**src/mem_pkg.sv**
```systemverilog
package mem_pkg;

  ////////////////////////////////////////////////////////////////////////////
  // word and lane geometry
  ////////////////////////////////////////////////////////////////////////////

  // width of one data word
  localparam int data_w = 32;

  // byte lanes per word
  localparam int byte_lanes = 4;

  // bits in one lane
  localparam int byte_w = data_w / byte_lanes;

  ////////////////////////////////////////////////////////////////////////////
  // storage
  ////////////////////////////////////////////////////////////////////////////

  // words held in the data RAM
  localparam int ram_depth = 1024;

  // word index width, addresses wrap past this
  localparam int word_addr_w = 10;

  ////////////////////////////////////////////////////////////////////////////
  // access width of a load or store
  ////////////////////////////////////////////////////////////////////////////

  // code 2'b11 stays unused and means no access
  typedef enum logic [1:0] {
    size_byte = 2'b00,
    size_half = 2'b01,
    size_word = 2'b10
  } access_size_e;

endpackage
```
**src/access_decode.sv**
```systemverilog
module access_decode (
  input  logic [mem_pkg::data_w-1:0]      addr,
  input  logic [mem_pkg::data_w-1:0]      wdata,
  input  logic                            we,
  input  logic                            re,
  input  mem_pkg::access_size_e           size,
  output logic                            misaligned,
  output logic [mem_pkg::byte_lanes-1:0]  byte_we,
  output logic [mem_pkg::data_w-1:0]      lane_wdata,
  output logic [mem_pkg::word_addr_w-1:0] word_addr,
  output logic                            rd_en,
  output logic [1:0]                      offset
);

  // any strobe makes this a request
  logic req;
  // size code names a real access
  logic size_ok;
  // alignment fault before strobe gating
  logic align_err;
  // lanes touched by the access
  logic [mem_pkg::byte_lanes-1:0] lane_mask;

  assign req = we | re;

  // byte position inside the word
  assign offset = addr[1:0];

  // word index, upper bits dropped so the RAM wraps
  assign word_addr = addr[mem_pkg::word_addr_w+1:2];

  ////////////////////////////////////////////////////////////////////////////
  // size decode
  ////////////////////////////////////////////////////////////////////////////

  always_comb
  begin
    size_ok    = 1'b1;
    align_err  = 1'b0;
    lane_mask  = '0;
    lane_wdata = wdata;
    case (size)
      mem_pkg::size_byte:
      begin
        // one lane, store byte copied to every lane
        lane_mask  = 4'b0001 << addr[1:0];
        lane_wdata = {mem_pkg::byte_lanes{wdata[mem_pkg::byte_w-1:0]}};
      end
      mem_pkg::size_half:
      begin
        // odd byte address cannot hold a halfword
        align_err  = addr[0];
        lane_mask  = addr[1] ? 4'b1100 : 4'b0011;
        lane_wdata = {2{wdata[2*mem_pkg::byte_w-1:0]}};
      end
      mem_pkg::size_word:
      begin
        // words only on a 4 byte boundary
        align_err  = (addr[1:0] != 2'b00);
        lane_mask  = '1;
        lane_wdata = wdata;
      end
      default:
      begin
        // unused code, no lanes and no read
        size_ok = 1'b0;
      end
    endcase
  end

  ////////////////////////////////////////////////////////////////////////////
  // strobe gating
  ////////////////////////////////////////////////////////////////////////////

  // flag only while a request is present
  assign misaligned = req & align_err;

  // faulted stores write nothing
  assign byte_we = (we && !align_err) ? lane_mask : '0;

  // faulted or unsized loads never reach the RAM
  assign rd_en = re & size_ok & ~align_err;

endmodule

```
**config.mk**
```make
export PLATFORM = sky130hd
export DESIGN_NAME = access_decode
export DESIGN_NICKNAME = d
export VERILOG_FILES = /design/src/mem_pkg.sv /design/src/access_decode.sv
export SDC_FILE = /design/constraint.sdc
export NUM_CORES = 1
export LEC_CHECK = 0
export BUFFER_PORTS_ARGS = -buffer_cell sky130_fd_sc_hd__clkbuf_2
export CAP_MARGIN = 0
export CORE_ASPECT_RATIO = 0.7
export CORE_MARGIN = 2
export CORE_UTILIZATION = 33
export DETAILED_ROUTE_END_ITERATION = 8
export PLACE_DENSITY = 0.95
export SYNTH_ARGS = -nofsm -noshare
export SYNTH_HDL_FRONTEND = slang
export SYNTH_SLANG_ARGS = --single-unit
export TNS_END_PERCENT = 10
```
**constraint.sdc**
```tcl
create_clock -name vclk -period 2.2
set_input_delay 0.33 -clock vclk [all_inputs]
set_output_delay 0.33 -clock vclk [all_outputs]
set_load 0.005 [all_outputs]
```
== After elaboration in Yosys (flattened, before gate mapping) ==
Cells that the tools add are included.

* Output and inout port bits: 50
* Register bits after elaboration: 0
* Bits of input ports: 68

* Shift-type cells: 1
* Eq/ne operators: 2
* Reduce and logical (&&, ||, !) cells: 5
* Mux-type cells: 6
* Bitwise operators: 5

{| class="wikitable"
|+ Operator list
! kind !! number
|-
| one-hot mux 32 bit (2 select lines) || 1
|-
| one-hot mux 4 bit (3 select lines) || 1
|-
| 2-to-1 mux 4 bit || 2
|-
| << shifter 1 x 2 -> 4 bit (first input constant) || 1
|-
| bitwise AND 1 bit || 3
|-
| OR reduction 3 bit || 1
|-
| equality test 2 x 1 -> 1 bit (second input constant) || 1
|-
| equality test 2 bit (second input constant) || 1
|-
| logical NOT 2 bit || 1
|-
| one-hot mux 1 bit (2 select lines) || 1
|-
| nonzero test 2 bit || 1
|-
| logical AND 1 bit || 1
|-
| logical NOT 1 bit || 1
|-
| 2-to-1 mux 1 bit || 1
|-
| inverter 1 bit || 1
|-
| OR 1 bit || 1
|}

== Depth between registers and ports, before layout ==
* Word-level depth: 5
* Gate-level depth with buffers: 7

== Least setup slack after synthesis ==
No wires, ideal clock.

* Path type: input to output
* From: input size[0]
* To: output lane_wdata[10] in the netlist's numbering
* Data required time: 1.870 ns
* Stages: 7
* Setup slack: 0.617 ns
* Buffers on the path: 2
* Arrival time: 1.253 ns
* Cells stage by stage: inv_1 > ha_1 > or2_1 > buf_6 > buf_12 > nor2_1 > a21oi_1

* Longest elaborated chain between the ends: 2
* Elaborated cells between the ends (all ways): 3
* Classes of those cells: eq/ne: 1; mux: 1; reduce/logical: 1

{| class="wikitable"
|+ RTL lines
! what !! RTL line !! source
|-
| start, declared || access_decode.sv:6 || <nowiki>input mem_pkg::access_size_e size,</nowiki>
|-
| equality test 2 x 1 -> 1 bit / logical NOT 2 bit (equally long branches) || access_decode.sv:42 || <nowiki>case (size)</nowiki>
|-
| one-hot mux 32 bit (2 select lines) * || access_decode.sv:42 ||
|-
| end, declared || access_decode.sv:9 || <nowiki>output logic [mem_pkg::data_w-1:0] lane_wdata,</nowiki>
|}

Every way passes the cells marked *; elsewhere a longest branch is shown, timed or not.

== Worst setup path after layout ==
* From: input size[0]
* To: output lane_wdata[19] in the netlist's numbering

The elaborated chain is that of the path after synthesis.

==> reports/results.tsv <==
stage	metric	value	unit
finish	FFs & Latches	0	
worst_hold_path	Hold Crit Class	in -> out	
sta	Period minus WS final	1.95	ns
placed_design	PortBufs	78	
finish	Seq. cell area	0	um2
placed_design	pre-CTS setup slack	0.0916	ns
floorplanning	Die W	61.0	um
global_routing	first-pass GRT wire length	3.28	mm
power	net load switching power	111	uW
sta	Slew headroom	63.9	%
synthesis	Synth area leader	buf_4	
drt	drt initial violations	18	
setup_path	Arrival @ worst endpoint	1.62	ns
synthesis	Syn Inst Count	121	
drt	DRT Wirelength	2.25	mm
power	Clk pwr share	0	%
drt	Vias	994	
floorplanning	# rows	14	
floorplanning	die area	2680	um2
placed_design	RePlAce Congestion	0.841	
synthesis	Synth cell types	21	
drt	Via density	4.76	
power	worst ir drop on vdd	0.0853	mV
synthesis	Syn Nets	195	
power	Pint	108	uW
clocking	Post-CTS Setup Inserts	0	
global_routing	total grt overflow	0	
power	Power Density	220	nW/um2
finish	# nets final	253	
sta	worst slew pin tran	0.540	ns
global_routing	Tot GR Track Use	15.4	%
setup_path	CP required	1.87	ns
synthesis	post-synth top area share	20.0	%
placed_design	Cell Area, Placed	998	um2
global_routing	pin count of the biggest net entering global routing	17	
clocking	Hold Buf Count CTS	0	
floorplanning	Die Ht	43.9	um
global_routing	initial antenna violation count	0	
setup_path	Critical Path Start Type	input port	
power	leakage power	0.000588	uW
outcome	outcome	finished clean	
floorplanning	Core ar.	2150	um2
finish	share of cells above drive strength 1	49.7	%
global_routing	vias in the first global route	787	
sta	Setup WS post-layout	0.251	ns
finish	Core Util, Final	46.3	%
finish	# clk buffers	0	
finish	post-route cell area	998	um2
synthesis	register area share after synthesis	0	%
drt	Final ANT Viol Nets	0	
sta	Slew Viols, Final	0	
placed_design	Post-DP HPWL	1.97	mm
sta	setup_tns	0	ns
synthesis	Synth top cells by count	20 x buf_4, 19 x nand2_1, 17 x a21oi_1, 13 x nor2_1, 12 x o21ai_0	
synthesis	Post-Syn Area	751	um2
sta	Tcrit/Tclk final	88.6	%
sta	final hold vios	0	
synthesis	syn avg cell area	6.20	um2
drt	# DRC	0	
floorplanning	I/O Pins	118	
synthesis	Synth area leaders	buf_4 20%, a21oi_1 11%, ha_1 10%, nand2_1 9.5%, a22o_1 9.3%	
synthesis	Synthesis Warnings	0	
setup_path	critical path capture point type	output port	
synthesis	count leader, synth	buf_4	
sta	final setup vio count	0	
power	Net Sw Frac	50.7	%
setup_path	WS Path Type	in -> out	
sta	f_max	0.513	GHz
sta	RSZ-0062 raised after global routing	false	
setup_path	CP max FO	8	
finish	Ant. Diodes	0	
floorplanning	initial core utilization	34.8	%
drt	First-pass DRT Iterations	4	
drt	wire per inst	10.8	um
run	max_cap viols	0	
power	combinational power share	100.0	%
finish	Layout area overhead	33.0	%
power	Reg power frac	0	%
==> cells in the final DEF (no fill, tap or decap) <==
cell / instances
a22o_1: 8
nand2b_4: 1
nand4b_1: 1
nand2_1: 19
or2_2: 1
nor2_2: 4
o21ai_0: 12
a21oi_2: 2
o211ai_1: 1
buf_4: 2
ha_1: 6
clkbuf_2: 78
nor3b_1: 1
a21oi_1: 17
nand3_1: 1
nor2_1: 13
o21a_1: 1
inv_1: 5
nor2b_1: 4
==> area by class of cell <==
class | instances | area (um2)
Fill cell | 242 | 1160
Inverter | 5 | 18.8
Timing Repair Buffer | 80 | 405
Multi-Input combinational cell | 92 | 534
Tap cell | 32 | 40.0
==> repair_timing <==
action                     in CTS  in global routing
resized for setup               0                  1
hold endpoints to repair        0                  0
setup endpoints to repair       0                  7
==> power by group through the flow <==
| stage | Clock, uW | Sequential, uW | Combinational (uW) |
|---|---|---|---|
| floorplan | 0 | 0 | 142 |
| global placement | 0 | 0 | 216 |
| detailed placement | 0 | 0 | 221 |
| CTS | 0 | 0 | 222 |
| global route | 0 | 0 | 246 |
| finish | 0 | 0 | 219 |
==> per-layer routing <==
metal	GRT usage [%]	vias to the layer above	routed length, um
met5	0	-	0
met4	0	0	0
met3	2.69	0	121
met2	27.5	40	1140
met1	20.5	447	988
li1	-	507	-
==> worst max-delay path: stages <==
cell and delay, ns:
clkbuf_2 0.12, inv_1 0.08, ha_1 0.29, nor2_1 0.45, a22o_1 0.23, clkbuf_2 0.11
==> kinds of logic after synthesis <==
logic type               count (synthesis)  share of synthesized area [%]
buffers and inverters                   29                           28.8
AND/OR/NAND/NOR                         45                           28.2
adder cells (fa/ha/maj)                  6                           10.0
AO/OA/AOI/OAI                           41                           33.0
==> final timing paths <==
path,startpoint,endpoint,slack (ns),cells past startpoint
setup / recovery,size[0],lane_wdata[19],0.25,6
hold / removal,addr[4],word_addr[2],0.66,0
==> metrics by stage <==
step,hold slack (ns),instances,total power (uW)
detailed placement,0.660,209,221
global placement,0.660,209,216
CTS,0.660,209,222
finish,0.660,209,219
floorplan,0.741,121,142
global route,0.660,209,246
Note: power is estimated with default switching activity, not from simulation.
