## config.mk

```make
export PLATFORM = sky130hd
export DESIGN_NAME = load_extract
export DESIGN_NICKNAME = d
export VERILOG_FILES = /design/src/mem_pkg.sv /design/src/load_extract.sv
export SDC_FILE = /design/constraint.sdc
export NUM_CORES = 1
export LEC_CHECK = 0
export BUFFER_PORTS_ARGS = -buffer_cell sky130_fd_sc_hd__buf_4
export CAP_MARGIN = 5
export CORE_ASPECT_RATIO = 1.5
export CORE_MARGIN = 2
export CORE_UTILIZATION = 35
export CTS_CLUSTER_DIAMETER = 80
export DETAILED_ROUTE_END_ITERATION = 6
export PLACE_DENSITY_LB_ADDON = 0.1
export SLEW_MARGIN = 20
export SYNTH_ARGS = -nofsm -noshare
export SYNTH_HDL_FRONTEND = slang
export SYNTH_SLANG_ARGS = --single-unit
```

## constraint.sdc

```tcl
create_clock -name clk -period 2.1 [get_ports clk]
set_clock_uncertainty 0.15 [all_clocks]
set_input_delay 0.105 -clock clk [delete_from_list [all_inputs] [get_ports clk]]
set_output_delay 0.105 -clock clk [all_outputs]
set_load 0.005 [all_outputs]
```

## src/mem_pkg.sv

```systemverilog
package mem_pkg;

  ////////////////////////////////////////////////////////////////////////////
  // word and lane geometry
  ////////////////////////////////////////////////////////////////////////////

  // width of one data word
  localparam int data_w = 32;

  // byte lanes per word
  localparam int byte_lanes = 4;

  // bits in one lane
  localparam int byte_w = data_w / byte_lanes;

  ////////////////////////////////////////////////////////////////////////////
  // storage
  ////////////////////////////////////////////////////////////////////////////

  // words held in the data RAM
  localparam int ram_depth = 1024;

  // word index width, addresses wrap past this
  localparam int word_addr_w = 10;

  ////////////////////////////////////////////////////////////////////////////
  // access width of a load or store
  ////////////////////////////////////////////////////////////////////////////

  // code 2'b11 stays unused and means no access
  typedef enum logic [1:0] {
    size_byte = 2'b00,
    size_half = 2'b01,
    size_word = 2'b10
  } access_size_e;

endpackage
```

## src/load_extract.sv

```systemverilog
module load_extract (
  input  logic                       clk,
  input  logic                       reset,
  input  logic                       rd_en,
  input  logic [1:0]                 offset,
  input  mem_pkg::access_size_e      size,
  input  logic                       sign,
  input  logic [mem_pkg::data_w-1:0] rd_word,
  output logic [mem_pkg::data_w-1:0] rdata,
  output logic                       rdata_valid
);

  // load attributes held across the RAM latency
  logic                  valid_q;
  logic [1:0]            offset_q;
  mem_pkg::access_size_e size_q;
  logic                  sign_q;

  // lanes picked out of the read word
  logic [mem_pkg::byte_w-1:0]   sel_byte;
  logic [2*mem_pkg::byte_w-1:0] sel_half;
  // extended result before valid gating
  logic [mem_pkg::data_w-1:0]   ext_word;

  ////////////////////////////////////////////////////////////////////////////
  // request capture
  ////////////////////////////////////////////////////////////////////////////

  // one cycle reply pulse per accepted load
  always_ff @(posedge clk)
  begin
    if (reset)
      valid_q <= 1'b0;
    else
      valid_q <= rd_en;
  end

  // attributes follow the load into the reply cycle
  always_ff @(posedge clk)
  begin
    if (rd_en)
    begin
      offset_q <= offset;
      size_q   <= size;
      sign_q   <= sign;
    end
  end

  ////////////////////////////////////////////////////////////////////////////
  // lane select and extension
  ////////////////////////////////////////////////////////////////////////////

  // byte at offset, halfword from the low or high pair
  assign sel_byte = rd_word[{offset_q, 3'b000} +: mem_pkg::byte_w];
  assign sel_half = offset_q[1] ? rd_word[mem_pkg::data_w-1:2*mem_pkg::byte_w]
                                : rd_word[2*mem_pkg::byte_w-1:0];

  always_comb
  begin
    case (size_q)
      mem_pkg::size_byte:
        ext_word = {{(mem_pkg::data_w-mem_pkg::byte_w){sign_q & sel_byte[mem_pkg::byte_w-1]}},
                    sel_byte};
      mem_pkg::size_half:
        ext_word = {{(mem_pkg::data_w-2*mem_pkg::byte_w){sign_q & sel_half[2*mem_pkg::byte_w-1]}},
                    sel_half};
      // whole word passes as read
      mem_pkg::size_word:
        ext_word = rd_word;
      default:
        ext_word = '0;
    endcase
  end

  ////////////////////////////////////////////////////////////////////////////
  // reply outputs
  ////////////////////////////////////////////////////////////////////////////

  assign rdata_valid = valid_q;

  // bus idles at zero between replies
  assign rdata = valid_q ? ext_word : '0;

endmodule

```

## Word-level counts from Yosys, hierarchy flattened

Cells that the tools add are included.

| operators by class | value |
|---|---|
| $add $sub $neg | 0 |
| multiply operators | 0 |
| divide/modulo/power cells | 0 |
| $lt $le $gt $ge | 0 |
| eq/ne operators | 2 |
| shifts and indexed selects | 1 |
| mux-type cells | 3 |
| bitwise gates (word level) | 2 |
| reduce and logical (&&, ||, !) cells | 1 |

Operator list:

| cell | number |
|---|---|
| $pmux W32 S3 | 1 |
| $mux W32 | 1 |
| $shiftx A32 B6 Y8 | 1 |
| $mux W16 | 1 |
| $and A1 B1 Y1 | 2 |
| $eq A2 B1 Y1 const B | 1 |
| $eq A2 B2 Y1 const B | 1 |
| $logic_not A2 Y1 | 1 |

| word-level totals | value |
|---|---|
| flip-flop bits (word level) | 6 |
| latch bits | 0 |
| bits in writable memories | 0 |
| ROM bits | 0 |
| input port bits | 40 |
| output and inout bits | 33 |
| word-level logic and storage cells | 13 |
| memories kept | 0 |

## Logic depth before layout (Yosys ltp)

| depth | value |
|---|---|
| depth after elaboration | 4 |
| mapped depth | 6 |
| depth with buffers taken out | 4 |

## Worst setup path before layout

No wires, ideal clock.

| timing | value |
|---|---|
| path kind | register to output |
| start point | register size_q[1] |
| end point | output rdata[20] in the netlist's numbering |
| arrival time | 1410 ps |
| data required time | 1845 ps |
| slack | 435 ps |
| cell stages (with the launch flop) | 6 |
| cell sequence | edfxtp_1 or3_1 o22ai_2 o21ai_2 buf_6 a21oi_1 |

| between the ends | value |
|---|---|
| word-level cells in the longest chain between the ends | 3 |
| elaborated cells on any way between the ends | 5 |
| those cells by class | eq/ne (2); mux (2); reduce/logical (1) |

RTL lines:

| item | line | text |
|---|---|---|
| start, declared | load_extract.sv:16 | `mem_pkg::access_size_e size_q;` |
| start signal, assigned | load_extract.sv:44 | `size_q <= size;` |
| $eq A2 B2 Y1 (tied with other cells) | load_extract.sv:60 | `case (size_q)` |
| $pmux W32 S3 * | load_extract.sv:60 |  |
| $mux W32 * | load_extract.sv:82 | `assign rdata = valid_q ? ext_word : '0;` |
| end, declared | load_extract.sv:9 | `output logic [mem_pkg::data_w-1:0] rdata,` |

Every way passes the cells marked *; elsewhere a longest branch is shown, timed or not.

## Final worst setup path

| timing | value |
|---|---|
| start point | register size_q[0] |
| end point | output rdata[28] in the netlist's numbering |

The elaborated chain is that of the path after synthesis.

==> impl_metrics.toml <==
[routing]
dr.pass1.iters = 4
drt_iter0_drc = 33
routedWlPerCell_um = 15.1
via_per_inst = 5.56
dr_total_vias = 1291
postRouteWirelength_um = 3510
ant_nets = 0
drc = 0

[setup_path]
cp-start-kind = "flip-flop"
cp.required_ps = 1850
critPathKind = "flip-flop to primary output"
crit_fanout = 16
cp.arrival_ps = 1890
critPathCaptureType = "primary output"

[timing]
finalHoldViolCount = 0
hold-worst-slack_ps = 401
fin_ws_ps = -45.6
setup_violations = 17
rsz0062_at_grt = "yes"
report.final.slew_viol_count = 0
worst_pin_slew_ps = 376
max_freq_ghz = 0.466
slew_headroom_pct = 74.8
final.period_utilization_pct = 102
fin_crit_ps = 2150

[yosys]
yosysWarnings = 0
synthArstFlopShare_pct = 0
synth.largest_area_cell = "edfxtp_1"
postSynthCellCount = 124
synth.avg_cell_area_um2 = 7.02
syn_area_um2 = 871
synth_seq_cells = 6
ys_seq_area_share_pct = 19.5
synth-edff-count = 5
synth.top_cell.area_share_pct = 17.2
ys_top_cells_by_area = "edfxtp_1, a21oi_1, mux2_2, nand2_1, mux2i_1"
syn_nets = 164
synth_ff_type = "edfxtp_1"
yosysMostFrequentCell = "a21oi_1"
yosysUniqueCellTypes = 24
netlist_top_cells_count = "a21oi_1, nand2_1, nor2_1"

[layout]
area_growth_syn_to_layout_pct = 101
num-fill-cells = 194
design_area_mm2 = 0.00175
antenna_cells = 0
nets = 249
drive_gt1_share_pct = 60.1

[min_path]
worstHoldPathType = "input port to primary output"
min-delay-start = "rd_word[23]"
hold_end = "rdata[23]"
hold_depth = 4

[global_route]
grt_usage_pct = 23.5
grt_max_degree = 22
globalRouteOverflowTotal = 0
antenna_found_initial = 0
grt_pass1_vias = 1286
grt_pass1_wl_um = 5220

[clock_tree]
cts_tree = "built"
cts_buffer_depth = 2
cts_root_buffer = "clkbuf_4"
cts_buffers = 3
clk_pin_slew_ps = 50
clock_sinks = 6
cts.htree.levels = 1

[floorplan]
die_w_um = 44.7
coreArea_mm2 = 0.00239
ios = 73
row_count = 22
start_util_pct = 36.4
die-area_mm2 = 0.00291
die_y_um = 65.1

[placement]
port_buffers = 72
dpl_cell_area_mm2 = 0.00146
pre_cts_slack_ps = 49.3
gp_congestion = 0.739
dp_hpwl_um = 2380

[outcome]
status = "finished with violations"
violations = "setup timing"

[power]
total_power_mw = 0.617
powerDensity_mw_per_mm2 = 353
leakagePower_nw = 0.760
ir_drop_mv = 0.301

[flow_run]
maxCapViolCount = 0
[critical path, stage by stage (launching register included)]
cell and delay (ps):
edfxtp_1 460, or3_4 410, o22ai_4 250, o21ai_4 90
buf_12 170, a21oi_1 130, buf_4 130
[area by class of cell]
cell class,instances,area [µm²],share of cell area [%]
Timing Repair Buffer,93,751,42.9
Sequential cell,6,170,9.72
Clock buffer,4,26.3,1.50
Inverter,2,7.51,0.429
Multi-Input combinational cell,103,766,43.7
Tap cell,24,30.0,1.72
[power by group]
group	internal [mW]	switching, mW
Combinational	0.186	0.162
Clock	0.0723	0.0466
Sequential	0.140	0.0109
Total	0.398	0.219
[routing by layer]
layer / global-route usage [%] / share of wire [%]
met1: 25.0 / 36
met2: 44.6 / 57
met3: 1.92 / 5.8
met4: 9.85 / 1.6
met5: 0 / 0
[worst max-delay path by stage]
stage / from / slack (ps) / end / cells after the start
6_report: size_q[0] / -50 / rdata[28] / 6
2_1_floorplan: size_q[1] / 440 / rdata[20] / 5
5_1_grt: size_q[0] / -90 / rdata[30] / 6
4_1_cts: size_q[1] / -1 / rdata[27] / 6
3_5_place_dp: offset_q[1] / 50 / rdata[27] / 5
3_3_place_gp: offset_q[1] / 160 / rdata[30] / 5
[layout by cell type (no fill, tap or decap), drive strengths merged]
cell         synthesis  layout
dlygate4sd3          0       8
nand2               20      20
mux2                 7       7
dfxtp                1       1
o22ai                1       1
o21ai                3       3
edfxtp               5       5
a21oi               28      28
clkbuf               6       4
a211oi               1       1
nor2b                7       7
inv                  2       2
nor3                 5       5
o221ai               1       1
buf                  7      85
a221oi               5       5
or3                  1       1
a32oi                1       1
mux2i                7       7
nor2                 8       8
a22oi                7       7
or3b                 1       1
[sequential cells by signal, summed over array words and instances (netlist names)]
name,cells
offset_q,2
size_q,2
rdata_valid,1
sign_q,1
[logic make-up after synthesis]
| logic type | share of synthesized area, % |
|---|---|
| compound gates | 33.6 |
| simple gates | 21.7 |
| buf+inv | 8.05 |
| mux | 17.1 |
| flops | 19.5 |
[metrics by stage]
step           std cells  util [%]  setup TNS, ps
3_5_place_dp         216      61.0              0
3_3_place_gp         216      61.0              0
2_1_floorplan        124         -              0
4_1_cts              232      68.0          -1.49
6_report             232      73.1           -383
5_1_grt              232      73.1          -1390
[repair_timing]
item / in CTS / in global routing
cloned: 0 / 0
hold endpoints to repair: 11 / 0
hold buffers: 8 / 0
pin swaps: 1 / 3
setup endpoints to repair: 24 / 28
gates resized for setup: 3 / 31
setup buffers: 4 / 0
(Power assumes the default switching activity.)
